## src/design/uart_cmd_settings.svh

```systemverilog
`ifndef UART_CMD_SETTINGS_SVH
`define UART_CMD_SETTINGS_SVH

// clocks per bit time, 4 or more
`define UART_CLKS_PER_BIT 16

// command fields
`define UART_ADDR_W 7
`define UART_DATA_W 8

// start + data + parity + stop
`define UART_FRAME_BITS 11

`endif

```

## src/design/uart_cmd_pkg.sv

```systemverilog
`default_nettype none

`include "uart_cmd_settings.svh"

package uart_cmd_pkg;

  typedef enum logic {
    OP_READ  = 1'b0,
    OP_WRITE = 1'b1
  } cmd_op_e;

  // host command word, op in bit 15
  typedef struct packed {
    cmd_op_e                 op;
    logic [`UART_ADDR_W-1:0] addr;
    logic [`UART_DATA_W-1:0] data;
  } cmd_word_t;

  typedef struct packed {
    logic [`UART_DATA_W-1:0] payload;
  } byte_req_t;

  typedef struct packed {
    logic [`UART_DATA_W-1:0] data;
    logic                    error;
  } rx_result_t;

  typedef enum logic [2:0] {
    SEQ_IDLE,
    SEQ_HEADER,
    SEQ_DATA,
    SEQ_WAIT_RESP,
    SEQ_DELIVER
  } seq_state_e;

  typedef enum logic {
    SER_IDLE,
    SER_SHIFT
  } ser_state_e;

  typedef enum logic [1:0] {
    DES_IDLE,
    DES_START,
    DES_BITS,
    DES_STOP
  } des_state_e;

endpackage

`default_nettype wire

```

## src/design/cmd_sequencer.sv

```systemverilog
`timescale 1ns/10ps
`default_nettype none

`include "uart_cmd_settings.svh"

module cmd_sequencer (
  input  wire                      clk,
  input  wire                      rst_n,
  input  wire uart_cmd_pkg::cmd_word_t  cmd,
  input  wire                      cmd_valid,
  output logic                     cmd_ready,
  output uart_cmd_pkg::byte_req_t  byte_req,
  output logic                     byte_valid,
  input  wire                      byte_ready,
  input  wire uart_cmd_pkg::rx_result_t frame_result,
  input  wire                      frame_valid,
  output uart_cmd_pkg::rx_result_t rd_result,
  output logic                     rd_valid,
  input  wire                      rd_ready
);

  uart_cmd_pkg::seq_state_e state;
  uart_cmd_pkg::seq_state_e state_nxt;
  uart_cmd_pkg::cmd_word_t  cmd_q;
  uart_cmd_pkg::rx_result_t resp_q;
  logic                     is_write;

  assign is_write = (cmd_q.op == uart_cmd_pkg::OP_WRITE);

  always_comb begin
    state_nxt = state;
    case (state)
      uart_cmd_pkg::SEQ_IDLE: begin
        if (cmd_valid) begin
          state_nxt = uart_cmd_pkg::SEQ_HEADER;
        end
      end
      uart_cmd_pkg::SEQ_HEADER: begin
        if (byte_ready) begin
          state_nxt = is_write ? uart_cmd_pkg::SEQ_DATA : uart_cmd_pkg::SEQ_WAIT_RESP;
        end
      end
      uart_cmd_pkg::SEQ_DATA: begin
        if (byte_ready) begin
          state_nxt = uart_cmd_pkg::SEQ_IDLE;
        end
      end
      uart_cmd_pkg::SEQ_WAIT_RESP: begin
        if (frame_valid) begin
          state_nxt = uart_cmd_pkg::SEQ_DELIVER;
        end
      end
      uart_cmd_pkg::SEQ_DELIVER: begin
        if (rd_ready) begin
          state_nxt = uart_cmd_pkg::SEQ_IDLE;
        end
      end
      default: state_nxt = uart_cmd_pkg::SEQ_IDLE;
    endcase
  end

  always_ff @(posedge clk or negedge rst_n) begin
    if (!rst_n) begin
      state <= uart_cmd_pkg::SEQ_IDLE;
    end else begin
      state <= state_nxt;
    end
  end

  always_ff @(posedge clk) begin
    if (cmd_valid && cmd_ready) begin
      cmd_q <= cmd;
    end
    // only the first frame after the header counts
    if (frame_valid && state == uart_cmd_pkg::SEQ_WAIT_RESP) begin
      resp_q <= frame_result;
    end
  end

  assign cmd_ready  = (state == uart_cmd_pkg::SEQ_IDLE);
  assign byte_valid = (state == uart_cmd_pkg::SEQ_HEADER) || (state == uart_cmd_pkg::SEQ_DATA);

  // header is op bit over the address
  assign byte_req.payload = (state == uart_cmd_pkg::SEQ_DATA) ? cmd_q.data
                                                              : {cmd_q.op, cmd_q.addr};

  assign rd_valid  = (state == uart_cmd_pkg::SEQ_DELIVER);
  assign rd_result = resp_q;

endmodule

`default_nettype wire

```

## src/design/frame_serializer.sv

```systemverilog
`timescale 1ns/10ps
`default_nettype none

`include "uart_cmd_settings.svh"

module frame_serializer (
  input  wire                          clk,
  input  wire                          rst_n,
  input  wire uart_cmd_pkg::byte_req_t byte_req,
  input  wire                          byte_valid,
  output logic                         byte_ready,
  output logic                         tx
);

  localparam int BAUD_W = $clog2(`UART_CLKS_PER_BIT);

  uart_cmd_pkg::ser_state_e     state;
  logic [BAUD_W-1:0]            baud_cnt;
  logic [3:0]                   bit_cnt;
  logic [`UART_FRAME_BITS-1:0]  shreg;
  logic                         parity;
  logic                         bit_end;

  // odd parity over the payload
  assign parity  = ~^byte_req.payload;
  assign bit_end = (baud_cnt == BAUD_W'(`UART_CLKS_PER_BIT - 1));

  always_ff @(posedge clk or negedge rst_n) begin
    if (!rst_n) begin
      state    <= uart_cmd_pkg::SER_IDLE;
      baud_cnt <= '0;
      bit_cnt  <= '0;
      shreg    <= '1;
    end else begin
      case (state)
        uart_cmd_pkg::SER_IDLE: begin
          if (byte_valid) begin
            // stop, parity, data lsb first, start
            shreg    <= {1'b1, parity, byte_req.payload, 1'b0};
            baud_cnt <= '0;
            bit_cnt  <= '0;
            state    <= uart_cmd_pkg::SER_SHIFT;
          end
        end
        uart_cmd_pkg::SER_SHIFT: begin
          if (bit_end) begin
            baud_cnt <= '0;
            shreg    <= {1'b1, shreg[`UART_FRAME_BITS-1:1]};
            if (bit_cnt == 4'(`UART_FRAME_BITS - 1)) begin
              bit_cnt <= '0;
              state   <= uart_cmd_pkg::SER_IDLE;
            end else begin
              bit_cnt <= bit_cnt + 4'd1;
            end
          end else begin
            baud_cnt <= baud_cnt + BAUD_W'(1);
          end
        end
        default: state <= uart_cmd_pkg::SER_IDLE;
      endcase
    end
  end

  assign byte_ready = (state == uart_cmd_pkg::SER_IDLE);

  // line idles high since shreg refills with ones
  assign tx = shreg[0];

endmodule

`default_nettype wire

```

## src/design/frame_deserializer.sv

```systemverilog
`timescale 1ns/10ps
`default_nettype none

`include "uart_cmd_settings.svh"

module frame_deserializer (
  input  wire                           clk,
  input  wire                           rst_n,
  input  wire                           rx,
  output uart_cmd_pkg::rx_result_t      frame_result,
  output logic                          frame_valid
);

  localparam int BAUD_W = $clog2(`UART_CLKS_PER_BIT);

  uart_cmd_pkg::des_state_e    state;
  logic                        rx_meta;
  logic                        rx_sync;
  logic                        rx_prev;
  logic                        fall;
  logic [BAUD_W-1:0]           baud_cnt;
  logic [3:0]                  bit_cnt;
  logic [`UART_DATA_W:0]       shreg;
  logic                        half_bit;
  logic                        full_bit;
  logic                        parity_bad;

  // two-flop synchronizer, then edge detect
  always_ff @(posedge clk or negedge rst_n) begin
    if (!rst_n) begin
      rx_meta <= 1'b1;
      rx_sync <= 1'b1;
      rx_prev <= 1'b1;
    end else begin
      rx_meta <= rx;
      rx_sync <= rx_meta;
      rx_prev <= rx_sync;
    end
  end

  assign fall     = rx_prev && !rx_sync;
  assign half_bit = (baud_cnt == BAUD_W'(`UART_CLKS_PER_BIT / 2 - 1));
  assign full_bit = (baud_cnt == BAUD_W'(`UART_CLKS_PER_BIT - 1));

  always_ff @(posedge clk or negedge rst_n) begin
    if (!rst_n) begin
      state    <= uart_cmd_pkg::DES_IDLE;
      baud_cnt <= '0;
      bit_cnt  <= '0;
    end else begin
      case (state)
        uart_cmd_pkg::DES_IDLE: begin
          if (fall) begin
            baud_cnt <= '0;
            state    <= uart_cmd_pkg::DES_START;
          end
        end
        uart_cmd_pkg::DES_START: begin
          if (half_bit) begin
            baud_cnt <= '0;
            bit_cnt  <= '0;
            // glitch if the line went back high
            state    <= rx_sync ? uart_cmd_pkg::DES_IDLE : uart_cmd_pkg::DES_BITS;
          end else begin
            baud_cnt <= baud_cnt + BAUD_W'(1);
          end
        end
        uart_cmd_pkg::DES_BITS: begin
          if (full_bit) begin
            baud_cnt <= '0;
            bit_cnt  <= bit_cnt + 4'd1;
            // eight data bits plus parity
            if (bit_cnt == 4'(`UART_DATA_W)) begin
              state <= uart_cmd_pkg::DES_STOP;
            end
          end else begin
            baud_cnt <= baud_cnt + BAUD_W'(1);
          end
        end
        uart_cmd_pkg::DES_STOP: begin
          if (full_bit) begin
            baud_cnt <= '0;
            state    <= uart_cmd_pkg::DES_IDLE;
          end else begin
            baud_cnt <= baud_cnt + BAUD_W'(1);
          end
        end
        default: state <= uart_cmd_pkg::DES_IDLE;
      endcase
    end
  end

  // lsb arrives first, parity ends up on top
  always_ff @(posedge clk) begin
    if (state == uart_cmd_pkg::DES_BITS && full_bit) begin
      shreg <= {rx_sync, shreg[`UART_DATA_W:1]};
    end
  end

  assign parity_bad = (shreg[`UART_DATA_W] != ~^shreg[`UART_DATA_W-1:0]);

  // stop bit sampled live in this cycle
  assign frame_valid        = (state == uart_cmd_pkg::DES_STOP) && full_bit;
  assign frame_result.data  = shreg[`UART_DATA_W-1:0];
  assign frame_result.error = parity_bad || !rx_sync;

endmodule

`default_nettype wire

```

## src/design/uart_cmd_bridge.sv

```systemverilog
`timescale 1ns/10ps
`default_nettype none

`include "uart_cmd_settings.svh"

module uart_cmd_bridge (
  input  wire                            clk,
  input  wire                            rst_n,
  input  wire uart_cmd_pkg::cmd_word_t   cmd,
  input  wire                            cmd_valid,
  output logic                           cmd_ready,
  output uart_cmd_pkg::rx_result_t       rd_result,
  output logic                           rd_valid,
  input  wire                            rd_ready,
  output logic                           tx,
  input  wire                            rx
);

  uart_cmd_pkg::byte_req_t  byte_req;
  logic                     byte_valid;
  logic                     byte_ready;
  uart_cmd_pkg::rx_result_t frame_result;
  logic                     frame_valid;

  cmd_sequencer seq_u (
    .clk          (clk),
    .rst_n        (rst_n),
    .cmd          (cmd),
    .cmd_valid    (cmd_valid),
    .cmd_ready    (cmd_ready),
    .byte_req     (byte_req),
    .byte_valid   (byte_valid),
    .byte_ready   (byte_ready),
    .frame_result (frame_result),
    .frame_valid  (frame_valid),
    .rd_result    (rd_result),
    .rd_valid     (rd_valid),
    .rd_ready     (rd_ready)
  );

  frame_serializer ser_u (
    .clk        (clk),
    .rst_n      (rst_n),
    .byte_req   (byte_req),
    .byte_valid (byte_valid),
    .byte_ready (byte_ready),
    .tx         (tx)
  );

  // response path, no back-pressure
  frame_deserializer des_u (
    .clk          (clk),
    .rst_n        (rst_n),
    .rx           (rx),
    .frame_result (frame_result),
    .frame_valid  (frame_valid)
  );

endmodule

`default_nettype wire

```

## config.mk

```make
export PLATFORM = sky130hd
export DESIGN_NAME = uart_cmd_bridge
export DESIGN_NICKNAME = d
export VERILOG_FILES = /design/src/design/uart_cmd_pkg.sv /design/src/design/cmd_sequencer.sv /design/src/design/frame_serializer.sv /design/src/design/frame_deserializer.sv /design/src/design/uart_cmd_bridge.sv
export VERILOG_INCLUDE_DIRS = /design/src /design/src/design
export SDC_FILE = /design/constraint.sdc
export NUM_CORES = 1
export LEC_CHECK = 0
export ABC_CLOCK_PERIOD_IN_PS = 3100
export BUFFER_PORTS_ARGS = -buffer_cell sky130_fd_sc_hd__buf_2
export CAP_MARGIN = 5
export CORE_ASPECT_RATIO = 1.2
export CORE_MARGIN = 1
export CORE_UTILIZATION = 46
export CTS_CLUSTER_DIAMETER = 200
export DETAILED_ROUTE_END_ITERATION = 6
export GPL_ROUTABILITY_DRIVEN = 0
export PLACE_DENSITY_LB_ADDON = 0.05
export SLEW_MARGIN = 10
export SYNTH_ARGS = -nofsm -noshare
export SYNTH_HDL_FRONTEND = slang
export SYNTH_SLANG_ARGS = --single-unit
```

## constraint.sdc

```tcl
create_clock -name clk -period 3.1 [get_ports clk]
set_input_delay 0.465 -clock clk [delete_from_list [all_inputs] [get_ports clk]]
set_output_delay 0.465 -clock clk [all_outputs]
set_load 0.02 [all_outputs]
```

## After elaboration in Yosys (flattened, before gate mapping)

Cells that the tools add are included.
W data, S select, Z words.

| operators by class | value |
|---|---|
| $add $sub $neg | 4 |
| multipliers | 0 |
| divide/modulo/power cells | 0 |
| order comparisons | 0 |
| equality and inequality tests | 25 |
| shift-type cells | 0 |
| muxes and demuxes | 35 |
| bitwise logic cells | 1 |
| reductions and logical operators | 18 |

Operator list:

| kind | count |
|---|---|
| $mux W4 | 9 |
| $pmux W4 S2 | 3 |
| $mux W11 | 2 |
| $pmux W11 S2 | 1 |
| $add A4 B1 Y4 const B | 4 |
| $eq A4 B4 Y1 const B | 4 |
| $reduce_xnor A8 Y1 | 2 |
| $mux W3 | 5 |
| $pmux W3 S5 | 1 |
| $ne A2 B1 Y1 const B | 7 |
| $mux W2 | 6 |
| $pmux W4 S3 | 1 |
| $ne A2 B2 Y1 const B | 5 |
| $reduce_and A5 Y1 | 2 |
| $mux W8 | 1 |
| $pmux W2 S4 | 1 |
| $eq A3 B2 Y1 const B | 2 |
| $logic_and A1 B1 Y1 | 5 |
| $eq A2 B2 Y1 const B | 2 |
| $eq A4 B3 Y1 const B | 1 |
| $mux W1 | 4 |
| $eq A3 B1 Y1 const B | 1 |
| $eq A3 B3 Y1 const B | 1 |
| $logic_not A3 Y1 | 1 |
| 11 further kinds | 12 |

| word-level totals | value |
|---|---|
| flip-flop bits (word level) | 70 |
| bits in latches | 0 |
| RAM bits | 0 |
| ROM bits | 0 |
| bits of input ports | 21 |
| output and inout bits | 12 |
| word-level logic and storage cells | 100 |
| memories kept | 0 |

## Longest topological paths before layout

| logic depth | value |
|---|---|
| depth after elaboration | 5 |
| mapped depth | 7 |

## Cells and area by module

A second synthesis with hierarchy kept.

| second synthesis, totals | value |
|---|---|
| cell total of the unflattened synthesis | 254 |
| area total of the unflattened synthesis | 3211.8 sq um |

Modules (own cells, without submodules):

| module | instances | cells each | area each (sq um) | seq. area each (sq um) |
|---|---|---|---|---|
| frame_deserializer | 1 | 102 | 1146.1 | 599.3 |
| cmd_sequencer | 1 | 54 | 1056.0 | 825.8 |
| frame_serializer | 1 | 98 | 1009.7 | 488.0 |

## Worst setup path before layout

No wires, ideal clock.

| timing path | value |
|---|---|
| path kind | reg2reg |
| from | register seq_u.state[1] |
| to | register seq_u.cmd_q[0] in the netlist's numbering (enable) |
| setup time | 374 ps |
| arrival time | 1593 ps |
| required time | 2726 ps |
| setup slack | 1134 ps |
| stages on the path, launching flop included | 4 |
| cells stage by stage | dfrtp_1 -> buf_2 -> nor3_1 -> and2_1 |

| between the ends | value |
|---|---|
| cells in the longest elaborated chain, start to end | 2 |

Ends and longest elaborated chain:

| item | line | text |
|---|---|---|
| start: declaration | cmd_sequencer.sv:22 | `uart_cmd_pkg::seq_state_e state;` |
| start signal: assignment | cmd_sequencer.sv:64 | `state <= uart_cmd_pkg::SEQ_IDLE;` |
| start signal: assignment | cmd_sequencer.sv:66 | `state <= state_nxt;` |
| $logic_not A3 Y1 | cmd_sequencer.sv:80 | `assign cmd_ready = (state == uart_cmd_pkg::SEQ_IDLE);` |
| named net cmd_ready | uart_cmd_bridge.sv:11 | `output logic cmd_ready,` |
| $logic_and A1 B1 Y1 | cmd_sequencer.sv:71 | `if (cmd_valid && cmd_ready) begin` |
| end signal: assignment | cmd_sequencer.sv:72 | `cmd_q <= cmd;` |
| end: declaration | cmd_sequencer.sv:24 | `uart_cmd_pkg::cmd_word_t cmd_q;` |

The timed path passes the listed nets, and every way through them passes these cells.
A chain may end at the register's enable or synchronous reset.

## Worst setup path after layout

| timing path | value |
|---|---|
| from | register des_u.state[0] |
| to | register des_u.bit_cnt[3] |

| between the ends | value |
|---|---|
| cells in the longest elaborated chain, start to end | 3 |

Ends and longest elaborated chain:

| item | line | text |
|---|---|---|
| start: declaration | frame_deserializer.sv:16 | `uart_cmd_pkg::des_state_e state;` |
| start signal: assignment | frame_deserializer.sv:47 | `state <= uart_cmd_pkg::DES_IDLE;` |
| start signal: assignment | frame_deserializer.sv:55 | `state <= uart_cmd_pkg::DES_START;` |
| start signal: assignment | frame_deserializer.sv:63 | `state <= rx_sync ? uart_cmd_pkg::DES_IDLE : uart_cmd_pkg::DES_BITS;` |
| $eq A2 B2 Y1 or $eq A2 B1 Y1 (tied branches) | frame_deserializer.sv:51 | `case (state)` |
| $ne A2 B1 Y1 (no source line) or $reduce_bool A2 Y1 (tied branches) | n/a |  |
| $reduce_and A3 Y1 (no source line) | n/a |  |
| end signal: assignment | frame_deserializer.sv:71 | `bit_cnt <= bit_cnt + 4'd1;` |
| end: declaration | frame_deserializer.sv:22 | `logic [3:0] bit_cnt;` |

Several ways; a longest one is shown, not always the timed one.

==> results.sh <==
export IMPL_num_antenna_cells=0
export IMPL_startpoint="des_u.state[0]"
export IMPL_drtPass1Iterations=3
export IMPL_hold_path_class="in -> async"
export IMPL_top_layer_used="met4"
export IMPL_ctsHoldBuffers=0
export IMPL_boundaryPins=33
export IMPL_cp_required_ns=3.38
export IMPL_synth_simple_area_share=0.113
export IMPL_place_inst=371
export IMPL_synth_xor_area_frac=0.0702
export IMPL_synth_area_leader_cell="edfxtp_1"
export IMPL_maxCapViolations=0
export IMPL_clock_sinks=69
export IMPL_synth_cells=260
export IMPL_clk_latency_ns=0.34
export IMPL_max_freq_mhz=504
export IMPL_fin_nets=328
export IMPL_critPathLaunchType="flip-flop"
export IMPL_power_leakage_nw=1.40
export IMPL_wl_met3_um=195
export IMPL_path_clk_slew_ns=0.07
export IMPL_crit_fanout=13
export IMPL_cts_tree="built"
export IMPL_fp_dieH_um=92.2
export IMPL_finalSetupViolations=0
export IMPL_port_buffers=32
export IMPL_synth_area_leaders="edfxtp_1, dfrtp_1, dfstp_2, xnor2_1, ha_1"
export IMPL_vias_per_cell=4.98
export IMPL_endpoint="des_u.bit_cnt[3]"
export IMPL_syn_num_nets=291
export IMPL_grt_overflow=0
export IMPL_status="finished, final reports clean"
export IMPL_switchingPower_uw=877
export IMPL_grt_pass1_wl_mm=8.56
export IMPL_ys_types=42
export IMPL_grt_start_max_net_pins=36
export IMPL_grt_setup_unrepaired="no"
export IMPL_grt_use_total=0.160
export IMPL_layout_commonest_cell="edfxtp_1"
export IMPL_reg2reg_to="des_u.bit_cnt[3]"
export IMPL_synth_top_family_by_area="simple AND/OR/NAND/NOR gates"
export IMPL_yosys_warnings=0
export IMPL_h_tree_depth=3
export IMPL_wl_met1_mm=2.60
export IMPL_ys_flop_type="edfxtp_1"
export IMPL_worst_pin_slew_ns=0.785
export IMPL_rows=32
export IMPL_area_growth_synth_to_final_pct=13.2
export IMPL_cp_end_kind="flip-flop"
export IMPL_grt_pass1_vias=1841
export IMPL_cts_made_buffers=9
export IMPL_min_period_ns=1.98
export IMPL_drcViolationCount=0
export IMPL_power_internal_mw=1.79
export IMPL_antenna_found_initial=0
export IMPL_via_count=1929
export IMPL_drv_slew=0
export IMPL_postRouteAntennaNets=0
export IMPL_final_cell_count_no_fill=387
export IMPL_worstReg2RegStart="des_u.state[0]"
export IMPL_p_per_area_nw_per_um2=754
export IMPL_pwr_share_comb=0.263
export IMPL_synth_edf_count=34
export IMPL_start_util=0.481
export IMPL_pwr_share_seq=0.501
export IMPL_core_um2=6490
export IMPL_synth_compound_area_frac=0.106
export IMPL_ctsResizeCount=0
export IMPL_final_cell_mix="edfxtp_1, buf_2, nand2_1"
export IMPL_finalHoldViolations=0
export IMPL_peakVddDrop_mv=0.367
export IMPL_drt_iter0_drc=62
export IMPL_synth_top_area_share=0.327
export IMPL_synth_async_sr_flop_share=0.507
export IMPL_syn_area_per_cell_um2=12.0
export IMPL_wl_per_cell_um=12.7
export IMPL_r2r_cells=6
export IMPL_syn_cell_area_um2=3120
export IMPL_synthAdderAreaFrac=0.0401
export IMPL_ys_seq_area_frac=0.613
export IMPL_synth_area_mux_share=0.0325
export IMPL_cp_data_arrival_time_ns=2.27
export IMPL_ys_ff_latch=69
export IMPL_r2r_setup_slack_ns=1.12
export IMPL_netSwitchingFraction=0.329
export IMPL_clockBufferDepth=2
export IMPL_die_x_um=77.2
export IMPL_final_period_utilization=0.640
export IMPL_setup_tns_ns=0
export IMPL_final_setup_skew_ns=0.0106
export IMPL_drive_gt1_frac=0.232
export IMPL_p_clk_frac=0.236
export IMPL_slew_headroom=0.477
export IMPL_dieArea_um2=7120
export IMPL_criticalPathCategory="reg -> reg"
export IMPL_clock_tree_root_cell="clkbuf_8"
export IMPL_hpwl_mm=3.36
export IMPL_cts_setup_buffers=0
export IMPL_wirelength_mm=4.91
export IMPL_dr_wl_met2_mm=2.03
-- power groups by stage --
stage / Clock (mW) / Combinational, mW / Sequential, mW
2_1_floorplan: 0 / 0.601 / 1.30
3_3_place_gp: 0 / 0.705 / 1.34
3_5_place_dp: 0 / 0.709 / 1.35
4_1_cts: 0.648 / 0.714 / 1.33
5_1_grt: 0.697 / 0.802 / 1.36
6_report: 0.628 / 0.702 / 1.33
-- metal layers --
metal / GRT usage / vias to the layer above
li1: - / 994
met1: 0.223 / 894
met2: 0.222 / 33
met3: 0.0527 / 8
met4: 0.0755 / 0
met5: 0 / -
-- per-stage QoR --
step / power [mW] / util / worst slack [ns] / area (µm²) / hold slack (ns)
finish: 2.66 / 0.545 / 1.12 / 3530 / 0.202
floorplan: 1.90 / - / 1.13 / 3120 / 0.169
global route: 2.86 / 0.545 / 0.913 / 3530 / 0.206
global placement: 2.05 / 0.519 / 1.17 / 3360 / 0.346
detailed placement: 2.06 / 0.519 / 1.09 / 3360 / 0.353
CTS: 2.69 / 0.545 / 1.08 / 3530 / 0.211
-- synthesized netlist by cell type (2+ instances only) --
cell and count:
dfstp_2 13, o31ai_1 4, xnor2_1 19, ha_1 10, and2_1 2, nand3_1 9, nor2_1 17, o21ai_0 9
edfxtp_1 34, nor3_1 5, nand4_1 2, xor2_1 6, a21oi_2 2, dfrtp_1 22, a31oi_1 2, buf_2 6
clkbuf_1 2, inv_1 10, a21oi_1 12, a22o_1 4, nand2b_1 2, o21ai_1 11, nand2_1 28, or3_1 2
nand3b_1 2, mux2i_1 9
-- layout make-up --
class | count | area, µm²
clock buffers | 10 | 128
clock inverters | 6 | 41.3
repair buffers | 34 | 175
well taps | 85 | 106
inverters | 11 | 41.3
fillers | 583 | 2950
multi-input cells | 172 | 1130
flip-flops and latches | 69 | 1910
-- worst min-delay path by stage --
stage | startpoint | end | slack (ns)
3_5_place_dp | des_u.rx_meta | des_u.rx_sync | 0.35
4_1_cts | rx | des_u.rx_meta | 0.21
5_1_grt | rx | des_u.rx_meta | 0.21
3_3_place_gp | des_u.rx_meta | des_u.rx_sync | 0.35
2_1_floorplan | rst_n | async pin | 0.17
6_report | rst_n | ser_u.bit_cnt[3] | 0.20
-- worst max-delay path: stages, from the launching register on --
cell and delay (ns):
dfrtp_1 0.41, inv_1 0.09, ha_1 0.36, nor3_1 0.32
o21ai_2 0.15, or4b_1 0.51, nand3_1 0.09
-- flip-flops by register name (all words and copies together) (netlist names), 3 cells and up, named ones only --
register         count
seq_u.state          3
seq_u.cmd_q         15
des_u.baud_cnt       4
seq_u.rd_result      9
ser_u.shreg         10
ser_u.baud_cnt       4
des_u.shreg          9
des_u.bit_cnt        4
ser_u.bit_cnt        4
-- kinds of logic after synthesis --
| group | after synthesis |
|---|---|
| AO/OA/AOI/OAI | 52 |
| flip-flops | 69 |
| AND/OR/NAND/NOR | 75 |
| buffers and inverters | 19 |
| adder cells (fa/ha/maj) | 10 |
| multiplexers | 10 |
| XOR/XNOR | 25 |
Power figures use the tool's default switching activity.
